--- src/verilog/dsp_pkg.sv ---
`default_nettype none

package dsp_pkg;

	// ####################################################################
	// widths
	localparam int sample_w = 16;
	localparam int dac_lanes = 16;
	localparam int dac_w = sample_w * dac_lanes;
	localparam int adc_lanes = 4;
	localparam int adc_w = sample_w * adc_lanes;
	localparam int cap_we_w = adc_w / 8; // one enable per byte
	localparam int cap_addr_w = 11;
	localparam int period_w = 32;
	localparam int ramp_w = 12;
	localparam int ctr_w = 14;

	// ####################################################################
	// nco and cordic
	localparam int phase_w = 32;
	localparam int cordic_phase_w = 17; // top of the accumulator
	localparam int cordic_stages = 16;
	localparam int cordic_latency = 18; // input reg + stages + output reg
	localparam int cordic_w = 22; // growth and guard bits
	localparam int cordic_frac = 4;
	localparam int cordic_z_w = cordic_phase_w + 3; // full circle is 2**cordic_z_w

	localparam logic [sample_w-1:0] cordic_gain_inv = 16'h9b75; // 1/1.64676 in q0.16

	// atan(2**-i) in the same angle units as the residual
	localparam logic signed [cordic_z_w-1:0] cordic_atan [0:cordic_stages-1] = '{
		20'sd131072, 20'sd77376, 20'sd40884, 20'sd20753,
		20'sd10417,  20'sd5213,  20'sd2607,  20'sd1304,
		20'sd652,    20'sd326,   20'sd163,   20'sd81,
		20'sd41,     20'sd20,    20'sd10,    20'sd5
	};

	typedef enum logic [2:0] {
		src_square = 3'd0,
		src_phase  = 3'd1,
		src_cos    = 3'd2,
		src_sin    = 3'd3,
		src_ramp   = 3'd4
	} dac_src_e;

	typedef enum logic [1:0] {
		cap_adc   = 2'd0,
		cap_count = 2'd1,
		cap_cos   = 2'd2,
		cap_sin   = 2'd3
	} cap_src_e;

endpackage

`default_nettype wire

--- src/verilog/nco_phase.sv ---
`timescale 1ns/1ps
`default_nettype none

module nco_phase import dsp_pkg::*; (
	input  wire logic                      dspif,
	input  wire logic                      rst_n,
	input  wire logic [phase_w-1:0]        freq,
	output logic      [cordic_phase_w-1:0] phase
);

	logic [phase_w-1:0] freq_q;
	logic [phase_w-1:0] acc;

	// freq is a level from the register bus
	always_ff @(posedge dspif) begin
		if (!rst_n) begin
			freq_q <= '0;
		end else begin
			freq_q <= freq;
		end
	end

	always_ff @(posedge dspif) begin
		if (!rst_n) begin
			acc <= '0;
		end else begin
			acc <= acc + freq_q; // wraps mod 2**32
		end
	end

	assign phase = acc[phase_w-1 -: cordic_phase_w];

endmodule

`default_nettype wire

--- config.mk ---
export PLATFORM = sky130hd
export DESIGN_NAME = nco_phase
export DESIGN_NICKNAME = d
export VERILOG_FILES = /design/src/verilog/dsp_pkg.sv /design/src/verilog/nco_phase.sv
export SDC_FILE = /design/constraint.sdc
export NUM_CORES = 1
export LEC_CHECK = 0
export BUFFER_PORTS_ARGS = -buffer_cell sky130_fd_sc_hd__clkbuf_2
export CAP_MARGIN = 0
export CORE_MARGIN = 1
export CORE_UTILIZATION = 34
export CTS_BUF_LIST = sky130_fd_sc_hd__clkbuf_4 sky130_fd_sc_hd__clkbuf_8
export DETAILED_ROUTE_END_ITERATION = 6
export HOLD_SLACK_MARGIN = 0.05
export PLACE_DENSITY_LB_ADDON = 0.08
export SYNTH_ARGS = -nofsm -noshare
export SYNTH_HDL_FRONTEND = slang
export SYNTH_SLANG_ARGS = --single-unit
--- constraint.sdc ---
create_clock -name dspif -period 5.2 [get_ports dspif]
set_input_delay 0.52 -clock dspif [delete_from_list [all_inputs] [get_ports dspif]]
set_output_delay 0.52 -clock dspif [all_outputs]
set_load 0.005 [all_outputs]
==> reports/qor.csv, run 1 <==
metric;value;unit
pin count of the biggest net entering global routing;51;
Post-Place Cell Area;3880;sq um
area of combinational cells with multiple inputs;2140;sq um
die height;106;um
VDD IR-drop max;0.139;mV
Internal Pwr Total;961;uW
areal power density over the cells;365;nW/um^2
share of cells above drive strength 1;0.183;
count of port buffers added during placement;50;
clock latency of the later-clocked register in the worst-skew pair;0.35;ns
Bufs on Longest Clock Path;2;
share of total power in sequential cells;0.401;
die area;11300;sq um
worst setup slack for register-to-register paths;2.67;ns
DRC;0;
cells resized by post-CTS repair;0;
layout overhead on the synthesized area;10.3;%
final layout net count;505;
final critical path time including I/O delays and setup;2.56;ns
maximum clock frequency;390;MHz
Max Transition Viols Final;0;
total count of hold-check failures in the final report;0;
number of fillers in the final layout;1088;
number of global-route vias before repair;2891;
CTS H-tree lvls;3;
count of flip-flops with a built-in enable after synthesis;0;
CTS root buffer;sky130_fd_sc_hd__clkbuf_8;
run status;finished, final reports clean;
final global-route overflow total;0;
placed wire-length estimate;6.09;mm
count of final setup violators;0;
post-synthesis sequential element count;64;
Clock Pin Slew Worst Setup and Hold Paths;0.07;ns
TritonCTS clock tree;yes;
Initial Utilization;0.354;
Critical Path Sink;acc[22]$_SDFF_PN0_;
post-CTS repair timing setup buffer count;0;
Warnings, synthesis;0;
endpoint kind of the worst setup timing path;register;
first-pass GRT wire length;13.6;mm
post-route cell area;4060;sq um
total number of vias;2935;
sequential area share after synthesis;0.348;
path class of the lowest-slack min-delay path;input pin to register;
final worst clock skew;0.00781;ns
Initial DRC Count;75;
post-DR wirelength/cell;13.7;um
width of the chip;106;um
Final ANT Viol Nets;0;
final cell count without fillers;579;
actual transition at the worst max-transition pin;0.857;ns
Pwr Total;1.48;mW
number of optimization iterations in the first detailed-route pass;4;
cell count of the worst reg-to-reg path;8;
unique cell type count in the Yosys netlist;61;
flip-flop cell with the highest count after synthesis;sky130_fd_sc_hd__dfxtp_1;
Post-Synthesis Net Count;479;
critical path arrival;2.83;ns
launching element of the worst setup path;rst_n;
period utilisation layout;0.493;
syn avg cell area;8.92;sq um
data required time of the worst path;5.47;ns
critical-path maximum fanout;50;
site row count;37;
Placed Instances;564;
number of ports placed on the die boundary;51;
Sequential Area;1280;sq um
RSZ-0062 raised after global routing;false;
gpl congestion;0.769;
Leakage Power;1.78;nW
share of total power in the clock network;0.259;
kind of critical path;input pin to register;
Worst R2R Start;freq_q[0]$_SDFF_PN0_;
antenna fix cells;0;
number of clock sinks;64;
placeable core region;10400;sq um
cell area after synthesis;3680;sq um
net switching power;523;uW
setup TNS after final layout;0;ns
post-synthesis instance total;413;
CTS Hold Buffers Added;0;
worst slew margin relative to its limit;0.429;
overall track demand over capacity in global routing;0.153;
fraction of synthesis flops using an asynchronous set or reset pin;0;
per-cell via count in the routed design;5.07;
critical register-to-register path endpoint;acc[28]$_SDFF_PN0_;
sw frac;0.352;
antenna violations before repair;0;
combinational fraction of design power;0.340;
wire length reported by the detailed router;7.96;mm
count of maximum capacitance violations;0;
Critical Path Start Type;input pin;
cts bufs inserted;9;
worst min path at each step:
stage                                 start              endpoint  slack [ns]  cells after the start
after global routing                freq[2]  freq_q[2]$_SDFF_PN0_        0.36                      2
after CTS                           freq[8]  freq_q[8]$_SDFF_PN0_        0.36                      2
after detailed placement  acc[0]$_SDFF_PN0_     acc[0]$_SDFF_PN0_        0.54                      2
after floorplan           acc[0]$_SDFF_PN0_     acc[0]$_SDFF_PN0_        0.52                      2
final                               freq[2]  freq_q[2]$_SDFF_PN0_        0.37                      2
after global placement    acc[0]$_SDFF_PN0_     acc[0]$_SDFF_PN0_        0.53                      2
cell type report:
class,count,share of cell area
Multi-Input combinational cell,303,0.526
Tap cell,136,0.0419
Clock buffer,11,0.0357
Inverter,10,0.00925
Timing Repair Buffer,51,0.0635
Sequential cell,64,0.316
Clock inverter,4,0.00770
sequential cells by signal (all words and copies together) (netlist names):
| register | count |
|---|---|
| acc | 32 |
| freq_q | 32 |
cells by family after synthesis:
logic type               count (synthesis)  share of synthesized area
adder cells (fa/ha/maj)                 32                      0.111
flip-flops                              64                      0.348
buffers and inverters                   46                     0.0717
multiplexers                             6                     0.0180
AO/OA/AOI/OAI                          112                      0.211
AND/OR/NAND/NOR                        136                      0.200
XOR/XNOR                                17                     0.0404
routing by layer:
layer  GRT usage  wire length [um]  up-vias
li1            -                 -     1520
met1       0.191              3770     1344
met2       0.258              3770       60
met3      0.0380               327       11
met4      0.0476                93        0
met5           0                 0        -
power by group through the flow:
stage | Clock, mW | Combinational, mW | Sequential, mW
after floorplan | 0 | 0.436 | 0.594
after global placement | 0 | 0.504 | 0.607
after detailed placement | 0 | 0.507 | 0.607
after CTS | 0.405 | 0.510 | 0.596
after global routing | 0.429 | 0.571 | 0.604
final | 0.385 | 0.504 | 0.595
cell usage after synthesis, types with 3 or more instances:
| cell type | n | area (sq um) |
|---|---|---|
| sky130_fd_sc_hd__buf_4 | 18 | 135 |
| sky130_fd_sc_hd__inv_1 | 9 | 33.8 |
| sky130_fd_sc_hd__o21ai_0 | 13 | 65.1 |
| sky130_fd_sc_hd__a31oi_1 | 4 | 25.0 |
| sky130_fd_sc_hd__a21oi_1 | 34 | 170 |
| sky130_fd_sc_hd__a41oi_1 | 4 | 35.0 |
| sky130_fd_sc_hd__clkbuf_1 | 9 | 33.8 |
| sky130_fd_sc_hd__nor3_1 | 5 | 25.0 |
| sky130_fd_sc_hd__nor2_1 | 29 | 109 |
| sky130_fd_sc_hd__nor3b_1 | 3 | 22.5 |
| sky130_fd_sc_hd__a21o_1 | 12 | 90.1 |
| sky130_fd_sc_hd__xor2_1 | 7 | 61.3 |
| sky130_fd_sc_hd__nand2b_1 | 6 | 37.5 |
| sky130_fd_sc_hd__o21bai_1 | 3 | 22.5 |
| sky130_fd_sc_hd__and2_1 | 35 | 219 |
| sky130_fd_sc_hd__xnor2_1 | 10 | 87.6 |
| sky130_fd_sc_hd__o211ai_1 | 8 | 60.1 |
| sky130_fd_sc_hd__a21oi_2 | 3 | 26.3 |
| sky130_fd_sc_hd__a21boi_0 | 3 | 22.5 |
| sky130_fd_sc_hd__o21a_1 | 3 | 22.5 |
| sky130_fd_sc_hd__mux2i_1 | 4 | 40.0 |
| sky130_fd_sc_hd__nand2_1 | 22 | 82.6 |
| sky130_fd_sc_hd__and3_1 | 4 | 25.0 |
| sky130_fd_sc_hd__o21ai_1 | 3 | 15.0 |
| sky130_fd_sc_hd__buf_2 | 6 | 30.0 |
| sky130_fd_sc_hd__ha_1 | 31 | 388 |
| sky130_fd_sc_hd__dfxtp_1 | 64 | 1280 |
| sky130_fd_sc_hd__nand3_1 | 12 | 60.1 |
| sky130_fd_sc_hd__nand4_1 | 9 | 56.3 |
placed cells by master, fill, tap and decap left out, types with 8 or more instances in the layout:
| cell type | Yosys | final |
|---|---|---|
| sky130_fd_sc_hd__nor2_1 | 29 | 29 |
| sky130_fd_sc_hd__xnor2_1 | 10 | 10 |
| sky130_fd_sc_hd__nand2_1 | 22 | 22 |
| sky130_fd_sc_hd__dfxtp_1 | 64 | 64 |
| sky130_fd_sc_hd__o21ai_0 | 13 | 13 |
| sky130_fd_sc_hd__a21o_1 | 12 | 12 |
| sky130_fd_sc_hd__nand4_1 | 9 | 9 |
| sky130_fd_sc_hd__and2_1 | 35 | 35 |
| sky130_fd_sc_hd__ha_1 | 31 | 31 |
| sky130_fd_sc_hd__o211ai_1 | 8 | 8 |
| sky130_fd_sc_hd__clkbuf_2 | 1 | 50 |
| sky130_fd_sc_hd__clkbuf_8 | 0 | 10 |
| sky130_fd_sc_hd__a21oi_1 | 34 | 34 |
| sky130_fd_sc_hd__nand3_1 | 12 | 12 |
| sky130_fd_sc_hd__inv_1 | 9 | 9 |
worst max-delay path: stages:
cell,delay (ns)
sky130_fd_sc_hd__clkbuf_2,0.64
sky130_fd_sc_hd__clkinv_1,0.68
sky130_fd_sc_hd__buf_4,0.39
sky130_fd_sc_hd__or4b_1,0.51
sky130_fd_sc_hd__o211ai_1,0.09
through the flow:
stage	worst slack [ns]	utilization	hold WS, ns
floorplan	2.91	-	0.522
global placement	2.19	0.373	0.531
detailed placement	2.15	0.373	0.535
CTS	2.53	0.390	0.358
global route	2.29	0.390	0.357
finish	2.64	0.390	0.373
Note: power is estimated with default switching activity, not from simulation.
==> run 2, diff against run 1 <==
--- a/config.mk
+++ b/config.mk
@@ -5,6 +5,7 @@
 export SDC_FILE = /design/constraint.sdc
 export NUM_CORES = 1
 export LEC_CHECK = 0
+export ABC_AREA = 1
 export BUFFER_PORTS_ARGS = -buffer_cell sky130_fd_sc_hd__clkbuf_2
 export CAP_MARGIN = 0
 export CORE_MARGIN = 1
==> constraint.sdc (replaced) <==
create_clock -name dspif -period 2.6 [get_ports dspif]
set_input_delay 0.26 -clock dspif [delete_from_list [all_inputs] [get_ports dspif]]
set_output_delay 0.26 -clock dspif [all_outputs]
set_load 0.005 [all_outputs]
==> reports/qor.csv, run 2 <==
metric;value;unit;change
post-synthesis sequential element count;64;;unchanged
wire length reported by the detailed router;10.8;mm;was 7.96 mm
count of final setup violators;0;;unchanged
endpoint kind of the worst setup timing path;register;;unchanged
cell area after synthesis;4300;sq um;was 3680 sq um
run status;finished, final reports clean;;unchanged
number of clock sinks;64;;unchanged
actual transition at the worst max-transition pin;0.773;ns;was 0.857 ns
unique cell type count in the Yosys netlist;29;;was 61
post-DR wirelength/cell;11.9;um;was 13.7 um
crit path setup slack, layout;0.657;ns;was 2.64 ns
antenna fix cells;0;;unchanged
clock latency of the later-clocked register in the worst-skew pair;0.36;ns;was 0.35 ns
count of flip-flops with a built-in enable after synthesis;0;;unchanged
fraction of synthesis flops using an asynchronous set or reset pin;0;;unchanged
most used cells in the layout excluding fill and tap cells;sky130_fd_sc_hd__nand2_1 (240), sky130_fd_sc_hd__inv_1 (125), sky130_fd_sc_hd__dfxtp_1 (64);;was sky130_fd_sc_hd__dfxtp_1 (64), sky130_fd_sc_hd__clkbuf_2 (50), sky130_fd_sc_hd__and2_1 (35)
RSZ-0062 raised after global routing;false;;unchanged
number of ports placed on the die boundary;51;;unchanged
worst slew margin relative to its limit;0.485;;was 0.429
Synth top cells by count;sky130_fd_sc_hd__nand2_1 (240), sky130_fd_sc_hd__inv_1 (125), sky130_fd_sc_hd__dfxtp_1 (64);;was sky130_fd_sc_hd__dfxtp_1 (64), sky130_fd_sc_hd__and2_1 (35), sky130_fd_sc_hd__a21oi_1 (34)
post-synthesis instance total;691;;was 413
pin count of the biggest net entering global routing;36;;was 51
final worst clock skew;0.0114;ns;was 0.00781 ns
antenna violations before repair;0;;unchanged
Final ANT Viol Nets;0;;unchanged
share of cells above drive strength 1;0.176;;was 0.183
most common cell after layout, fill and taps aside;sky130_fd_sc_hd__nand2_1;;was sky130_fd_sc_hd__dfxtp_1
site row count;40;;was 37
width of the chip;114;um;was 106 um
die area;13100;sq um;was 11300 sq um
largest area contributor in the synthesized netlist;sky130_fd_sc_hd__dfxtp_1;;unchanged
first-pass GRT wire length;17.9;mm;was 13.6 mm
path class of the lowest-slack min-delay path;input pin to register;;unchanged
TritonCTS clock tree;yes;;unchanged
launching element of the worst setup path;freq_q[0]$_SDFF_PN0_;;was rst_n
areal power density over the cells;559;nW/um^2;was 365 nW/um^2
sequential area share after synthesis;0.298;;was 0.348
total count of hold-check failures in the final report;0;;unchanged
final global-route overflow total;0;;unchanged
placeable core region;12200;sq um;was 10400 sq um
maximum clock frequency;515;MHz;
DRC;0;;unchanged
setup TNS after final layout;0;ns;unchanged
worst setup slack before clock tree synthesis;0.649;ns;was 2.15 ns
number of optimization iterations in the first detailed-route pass;4;;unchanged
syn avg cell area;6.23;sq um;was 8.92 sq um
Post-Synthesis Net Count;757;;was 479
Clock Pin Slew Worst Setup and Hold Paths;0.08;ns;was 0.07 ns
number of fillers in the final layout;1376;;was 1088
largest registers;acc (32), freq_q (32);;unchanged
Bufs on Longest Clock Path;2;;unchanged
overall track demand over capacity in global routing;0.182;;was 0.153
leading post-synthesis cells by cell area;sky130_fd_sc_hd__dfxtp_1 (30%), sky130_fd_sc_hd__nand2_1 (21%), sky130_fd_sc_hd__inv_1 (11%), sky130_fd_sc_hd__ha_1 (9.0%), sky130_fd_sc_hd__nor2_1 (4.9%);;was sky130_fd_sc_hd__dfxtp_1 (35%), sky130_fd_sc_hd__ha_1 (11%), sky130_fd_sc_hd__and2_1 (5.9%), sky130_fd_sc_hd__a21oi_1 (4.6%), sky130_fd_sc_hd__buf_4 (3.7%)
final layout net count;798;;was 505
Leakage Power;2.94;nW;was 1.78 nW
Pwr Total;2.69;mW;was 1.48 mW
period utilisation layout;0.747;;
Worst R2R Start;freq_q[0]$_SDFF_PN0_;;unchanged
die height;114;um;was 106 um
Max Transition Viols Final;0;;unchanged
count of maximum capacitance violations;0;;unchanged
gpl congestion;0.850;;was 0.769
total number of vias;3910;;was 2935
data required time of the worst path;2.91;ns;was 5.47 ns
placed wire-length estimate;8.68;mm;was 6.09 mm
kind of critical path;register to register;;was input pin to register
start point of the worst min-delay path;freq[7];;was freq[2]
layout overhead on the synthesized area;12.0;%;was 10.3%
flip-flop cell with the highest count after synthesis;sky130_fd_sc_hd__dfxtp_1;;unchanged
most instantiated library cell after synthesis;sky130_fd_sc_hd__nand2_1;;was sky130_fd_sc_hd__dfxtp_1
number of global-route vias before repair;3694;;was 2891
Critical Path Start Type;register;;was input pin
final critical path time including I/O delays and setup;1.94;ns;
critical path arrival;2.25;ns;was 2.83 ns
Initial Utilization;0.354;;about the same
CTS H-tree lvls;3;;unchanged
CTS root buffer;sky130_fd_sc_hd__clkbuf_8;;unchanged
area share of the largest cell type after synthesis;0.298;;was 0.348
cells resized by post-CTS repair;0;;unchanged
VDD IR-drop max;0.314;mV;was 0.139 mV
count of port buffers added during placement;50;;unchanged
cts bufs inserted;9;;unchanged
Initial DRC Count;213;;was 75
critical-path maximum fanout;4;;was 50
Warnings, synthesis;0;;unchanged
per-cell via count in the routed design;4.32;;was 5.07
==> run 2: cell families (layout without fill, tap and decap cells) <==
family                   count (synthesis)  count (layout)  share of synthesized area
XOR/XNOR                                 2               2                    0.00407
AO/OA/AOI/OAI                           56              56                     0.0704
adder cells (fa/ha/maj)                 32              32                     0.0948
buffers and inverters                  169             215                      0.165
flip-flops                              64              64                      0.298
AND/OR/NAND/NOR                        368             368                      0.368
==> run 2: worst paths after layout <==
path	end	depth (start not counted)	slack [ns]
worst max-delay path	acc[20]$_SDFF_PN0_	11	0.66
worst min-delay path	freq_q[7]$_SDFF_PN0_	3	0.08
worst max register to register	acc[20]$_SDFF_PN0_	11	0.66
worst min register to register	acc[0]$_SDFF_PN0_	3	0.53
==> run 2: report_power, final <==
group	internal, mW	switching [mW]	total [mW]
registers	1.08	0.0440	1.12
clock network	0.430	0.396	0.826
logic	0.266	0.477	0.743
total	1.78	0.918	2.69
==> run 2: metal layers <==
metal  up-vias  global-route usage  part of all wire
met5         -                   0                 0
met4         0              0.0693             0.017
met3        13              0.0434             0.037
met2        63               0.265              0.40
met1      1689               0.258              0.55
li1       2145                   -                 -
==> run 2: critical path: stages (launching register included) <==
cell	delay [ns]
sky130_fd_sc_hd__dfxtp_1	0.30
sky130_fd_sc_hd__ha_1	0.24
sky130_fd_sc_hd__fa_1	0.47
sky130_fd_sc_hd__nand3_1	0.13
sky130_fd_sc_hd__nand3_1	0.14
sky130_fd_sc_hd__nand3_1	0.10
sky130_fd_sc_hd__nand3_1	0.15
sky130_fd_sc_hd__nand2_1	0.10
sky130_fd_sc_hd__nand2_1	0.07
sky130_fd_sc_hd__nand2_1	0.06
sky130_fd_sc_hd__nand2_1	0.04
sky130_fd_sc_hd__nor2_1	0.10
==> run 2: layout make-up <==
cell class	count	area (sq um)	share of cell area
sequential	64	1280	0.266
inverter	145	544	0.113
clock buffer	13	173	0.0358
multi-input combinational	458	2310	0.479
clock inverter	3	15.0	0.00312
tap	168	210	0.0436
timing repair buffer	54	285	0.0592
==> run 2: timing repair <==
action | 4_1_cts | 5_1_grt
hold buffers | 2 | 0
buffers inserted | 0 | 0
endpoints found under the hold margin | 2 | 0
setup endpoints to repair | 0 | 0
==> run 2: through the flow <==
step                std cells  cell area (sq um)  hold WS (ns)  utilization
floorplan                 691               4300         0.353            -
global placement          887               4610         0.441        0.379
detailed placement        887               4610         0.446        0.379
CTS                       905               4820        0.0521        0.396
global route              905               4820        0.0553        0.396
finish                    905               4820        0.0762        0.396
==> run 3, diff against run 2 <==
==> constraint.sdc (replaced) <==
create_clock -name dspif -period 1.9 [get_ports dspif]
set_input_delay 0.19 -clock dspif [delete_from_list [all_inputs] [get_ports dspif]]
set_output_delay 0.19 -clock dspif [all_outputs]
set_load 0.005 [all_outputs]
==> reports/qor.csv, run 3 (synthesis gave the netlist of run 2 again) <==
metric;value;unit;change
run status;finished, final reports clean;;unchanged
worst setup slack before clock tree synthesis;0.0408;ns;was 0.649 ns
Critical Path Start Type;register;;unchanged
highest-delay cell along the critical path;sky130_fd_sc_hd__ha_2;;was sky130_fd_sc_hd__fa_1
data required time of the worst path;2.16;ns;was 2.91 ns
delay of the slowest cell on the worst path;0.37;ns;was 0.47 ns
areal power density over the cells;748;nW/um^2;was 559 nW/um^2
period utilisation layout;0.942;;was 0.747
critical-path maximum fanout;5;;was 4
cts bufs inserted;9;;unchanged
number of global-route vias before repair;3887;;was 3694
final cell count without fillers;938;;was 905
VDD IR-drop max;0.509;mV;was 0.314 mV
placeable core region;12200;sq um;unchanged
worst hold path depth;3;;unchanged
antenna violations before repair;0;;unchanged
share of cells above drive strength 1;0.203;;was 0.176
Final ANT Viol Nets;0;;unchanged
count of maximum capacitance violations;0;;unchanged
final critical path time including I/O delays and setup;1.79;ns;was 1.94 ns
RSZ-0062 raised after global routing;false;;unchanged
Placed Instances;890;;was 887
width of the chip;114;um;unchanged
CTS root buffer;sky130_fd_sc_hd__clkbuf_8;;unchanged
most common cell after layout, fill and taps aside;sky130_fd_sc_hd__nand2_1;;unchanged
path class of the lowest-slack min-delay path;input pin to register;;unchanged
most used cells in the layout excluding fill and tap cells;sky130_fd_sc_hd__nand2_1 (234), sky130_fd_sc_hd__inv_1 (125), sky130_fd_sc_hd__dfxtp_1 (64);;was sky130_fd_sc_hd__nand2_1 (240), sky130_fd_sc_hd__inv_1 (125), sky130_fd_sc_hd__dfxtp_1 (64)
number of ports placed on the die boundary;51;;unchanged
TritonCTS clock tree;yes;;unchanged
per-cell via count in the routed design;4.30;;was 4.32
die height;114;um;unchanged
post-CTS repair timing setup buffer count;0;;unchanged
largest registers;acc (32), freq_q (32);;unchanged
actual transition at the worst max-transition pin;0.442;ns;was 0.773 ns
Leakage Power;3.10;nW;was 2.94 nW
number of fillers in the final layout;1366;;was 1376
final worst clock skew;0.0132;ns;was 0.0114 ns
first-pass GRT wire length;18.5;mm;was 17.9 mm
critical path arrival;2.04;ns;was 2.25 ns
Bufs on Longest Clock Path;2;;unchanged
overall track demand over capacity in global routing;0.187;;was 0.182
Worst R2R Start;acc[7]$_SDFF_PN0_;;was freq_q[0]$_SDFF_PN0_
wire length reported by the detailed router;11.1;mm;was 10.8 mm
area of combinational cells with multiple inputs;2390;sq um;was 2310 sq um
DRC;0;;unchanged
critical register-to-register path endpoint;acc[17]$_SDFF_PN0_;;was acc[20]$_SDFF_PN0_
Initial DRC Count;261;;was 213
total count of hold-check failures in the final report;0;;unchanged
Max Transition Viols Final;0;;unchanged
Critical Path Sink;acc[17]$_SDFF_PN0_;;was acc[20]$_SDFF_PN0_
maximum clock frequency;559;MHz;was 515 MHz
count of port buffers added during placement;50;;unchanged
endpoint kind of the worst setup timing path;register;;unchanged
Sequential Area;1280;sq um;unchanged
setup TNS after final layout;0;ns;unchanged
final layout net count;831;;was 798
chain of cells forming the critical path;ha_2 > nand2_2 > nor2_2 > nand3_1 > nand3_2 > nand3_1 > nand2_1 > nand2_1 > nand2_1 > nor2_1;;was ha_1 > fa_1 > nand3_1 > nand3_1 > nand3_1 > nand3_1 > nand2_1 > nand2_1 > nand2_1 > nand2_1 > nor2_1
clock latency of the later-clocked register in the worst-skew pair;0.37;ns;was 0.36 ns
die area;13100;sq um;unchanged
post-DR wirelength/cell;11.8;um;was 11.9 um
crit path setup slack, layout;0.110;ns;was 0.657 ns
count of final setup violators;0;;unchanged
total number of vias;4031;;was 3910
worst setup slack for register-to-register paths;0.11;ns;was 0.66 ns
Clock Pin Slew Worst Setup and Hold Paths;0.08;ns;about the same
site row count;40;;unchanged
worst slew margin relative to its limit;0.706;;was 0.485
cell count of the worst reg-to-reg path;10;;was 11
number of optimization iterations in the first detailed-route pass;5;;was 4
number of clock sinks;64;;unchanged
placed wire-length estimate;8.67;mm;was 8.68 mm
pin count of the biggest net entering global routing;24;;was 36
kind of critical path;register to register;;unchanged
CTS H-tree lvls;3;;unchanged
CP dominant cell by count;sky130_fd_sc_hd__nand2_1;;
layout overhead on the synthesized area;22.5;%;was 12.0%
Initial Utilization;0.354;;unchanged
gpl congestion;0.925;;was 0.850
antenna fix cells;0;;unchanged
final global-route overflow total;0;;unchanged
launching element of the worst setup path;acc[7]$_SDFF_PN0_;;was freq_q[0]$_SDFF_PN0_
==> run 3: changes by cell type in the layout (fill, tap and decap cells not counted), moves of 3 or more <==
| cell | before | now |
|---|---|---|
| sky130_fd_sc_hd__nand2_1 | 240 | 234 |
| sky130_fd_sc_hd__ha_2 | 0 | 6 |
| sky130_fd_sc_hd__a21oi_2 | 2 | 6 |
| sky130_fd_sc_hd__nor2_2 | 5 | 8 |
| sky130_fd_sc_hd__a21oi_1 | 38 | 34 |
| sky130_fd_sc_hd__ha_1 | 31 | 25 |
| sky130_fd_sc_hd__dlygate4sd3_1 | 2 | 32 |
| sky130_fd_sc_hd__nor2_1 | 56 | 53 |
| sky130_fd_sc_hd__nand2_2 | 21 | 26 |
==> run 3: worst min-delay path by stage <==
stage / from / endpoint / slack [ns]
6_report: rst_n / freq_q[3]$_SDFF_PN0_ / 0.31
5_1_grt: rst_n / acc[1]$_SDFF_PN0_ / 0.35
4_1_cts: rst_n / freq_q[3]$_SDFF_PN0_ / 0.29
3_5_place_dp: freq[15] / freq_q[15]$_SDFF_PN0_ / 0.38
3_3_place_gp: freq[31] / freq_q[31]$_SDFF_PN0_ / 0.37
2_1_floorplan: freq[23] / freq_q[23]$_SDFF_PN0_ / 0.28
==> run 3: per-layer routing <==
metal	vias up	global-route usage	part of all wire
li1	2215	-	-
met1	1711	0.262	0.53
met2	95	0.273	0.41
met3	10	0.0424	0.044
met4	0	0.0814	0.016
met5	-	0	0
==> run 3: area by class of cell <==
cell class	count	share of cell area
clock buffer	14	0.0354
clock inverter	2	0.00665
inverter	145	0.103
multi-input combinational	458	0.454
sequential	64	0.243
tap	168	0.0399
timing repair buffer	87	0.118
==> run 3: power breakdown <==
group	leakage [nW]	switching, mW	internal (mW)
sequential	0.532	0.0643	1.48
clock	0.116	0.533	0.762
combinational	2.45	0.677	0.431
==> run 3: what timing repair did <==
action                     CTS  global route
hold endpoints to repair    32             0
hold buffers                32             0
resized for setup            0            25
setup endpoints to repair    0            14
==> run 3: stage by stage <==
step | power [mW] | cell area, sq um | util | hold slack (ns)
after floorplan | 2.35 | 4300 | - | 0.283
after global placement | 2.59 | 4650 | 0.382 | 0.370
after detailed placement | 2.59 | 4650 | 0.382 | 0.375
after CTS | 3.97 | 5190 | 0.427 | 0.292
after global routing | 4.23 | 5270 | 0.433 | 0.345
final | 3.94 | 5270 | 0.433 | 0.307
==> run 3: worst max-delay path: cells and delay by family, from the launching register on <==
kind                     cells  cell delay, ns
flip-flops                   1            0.31
adder cells (fa/ha/maj)      1            0.37
AND/OR/NAND/NOR              9            1.00
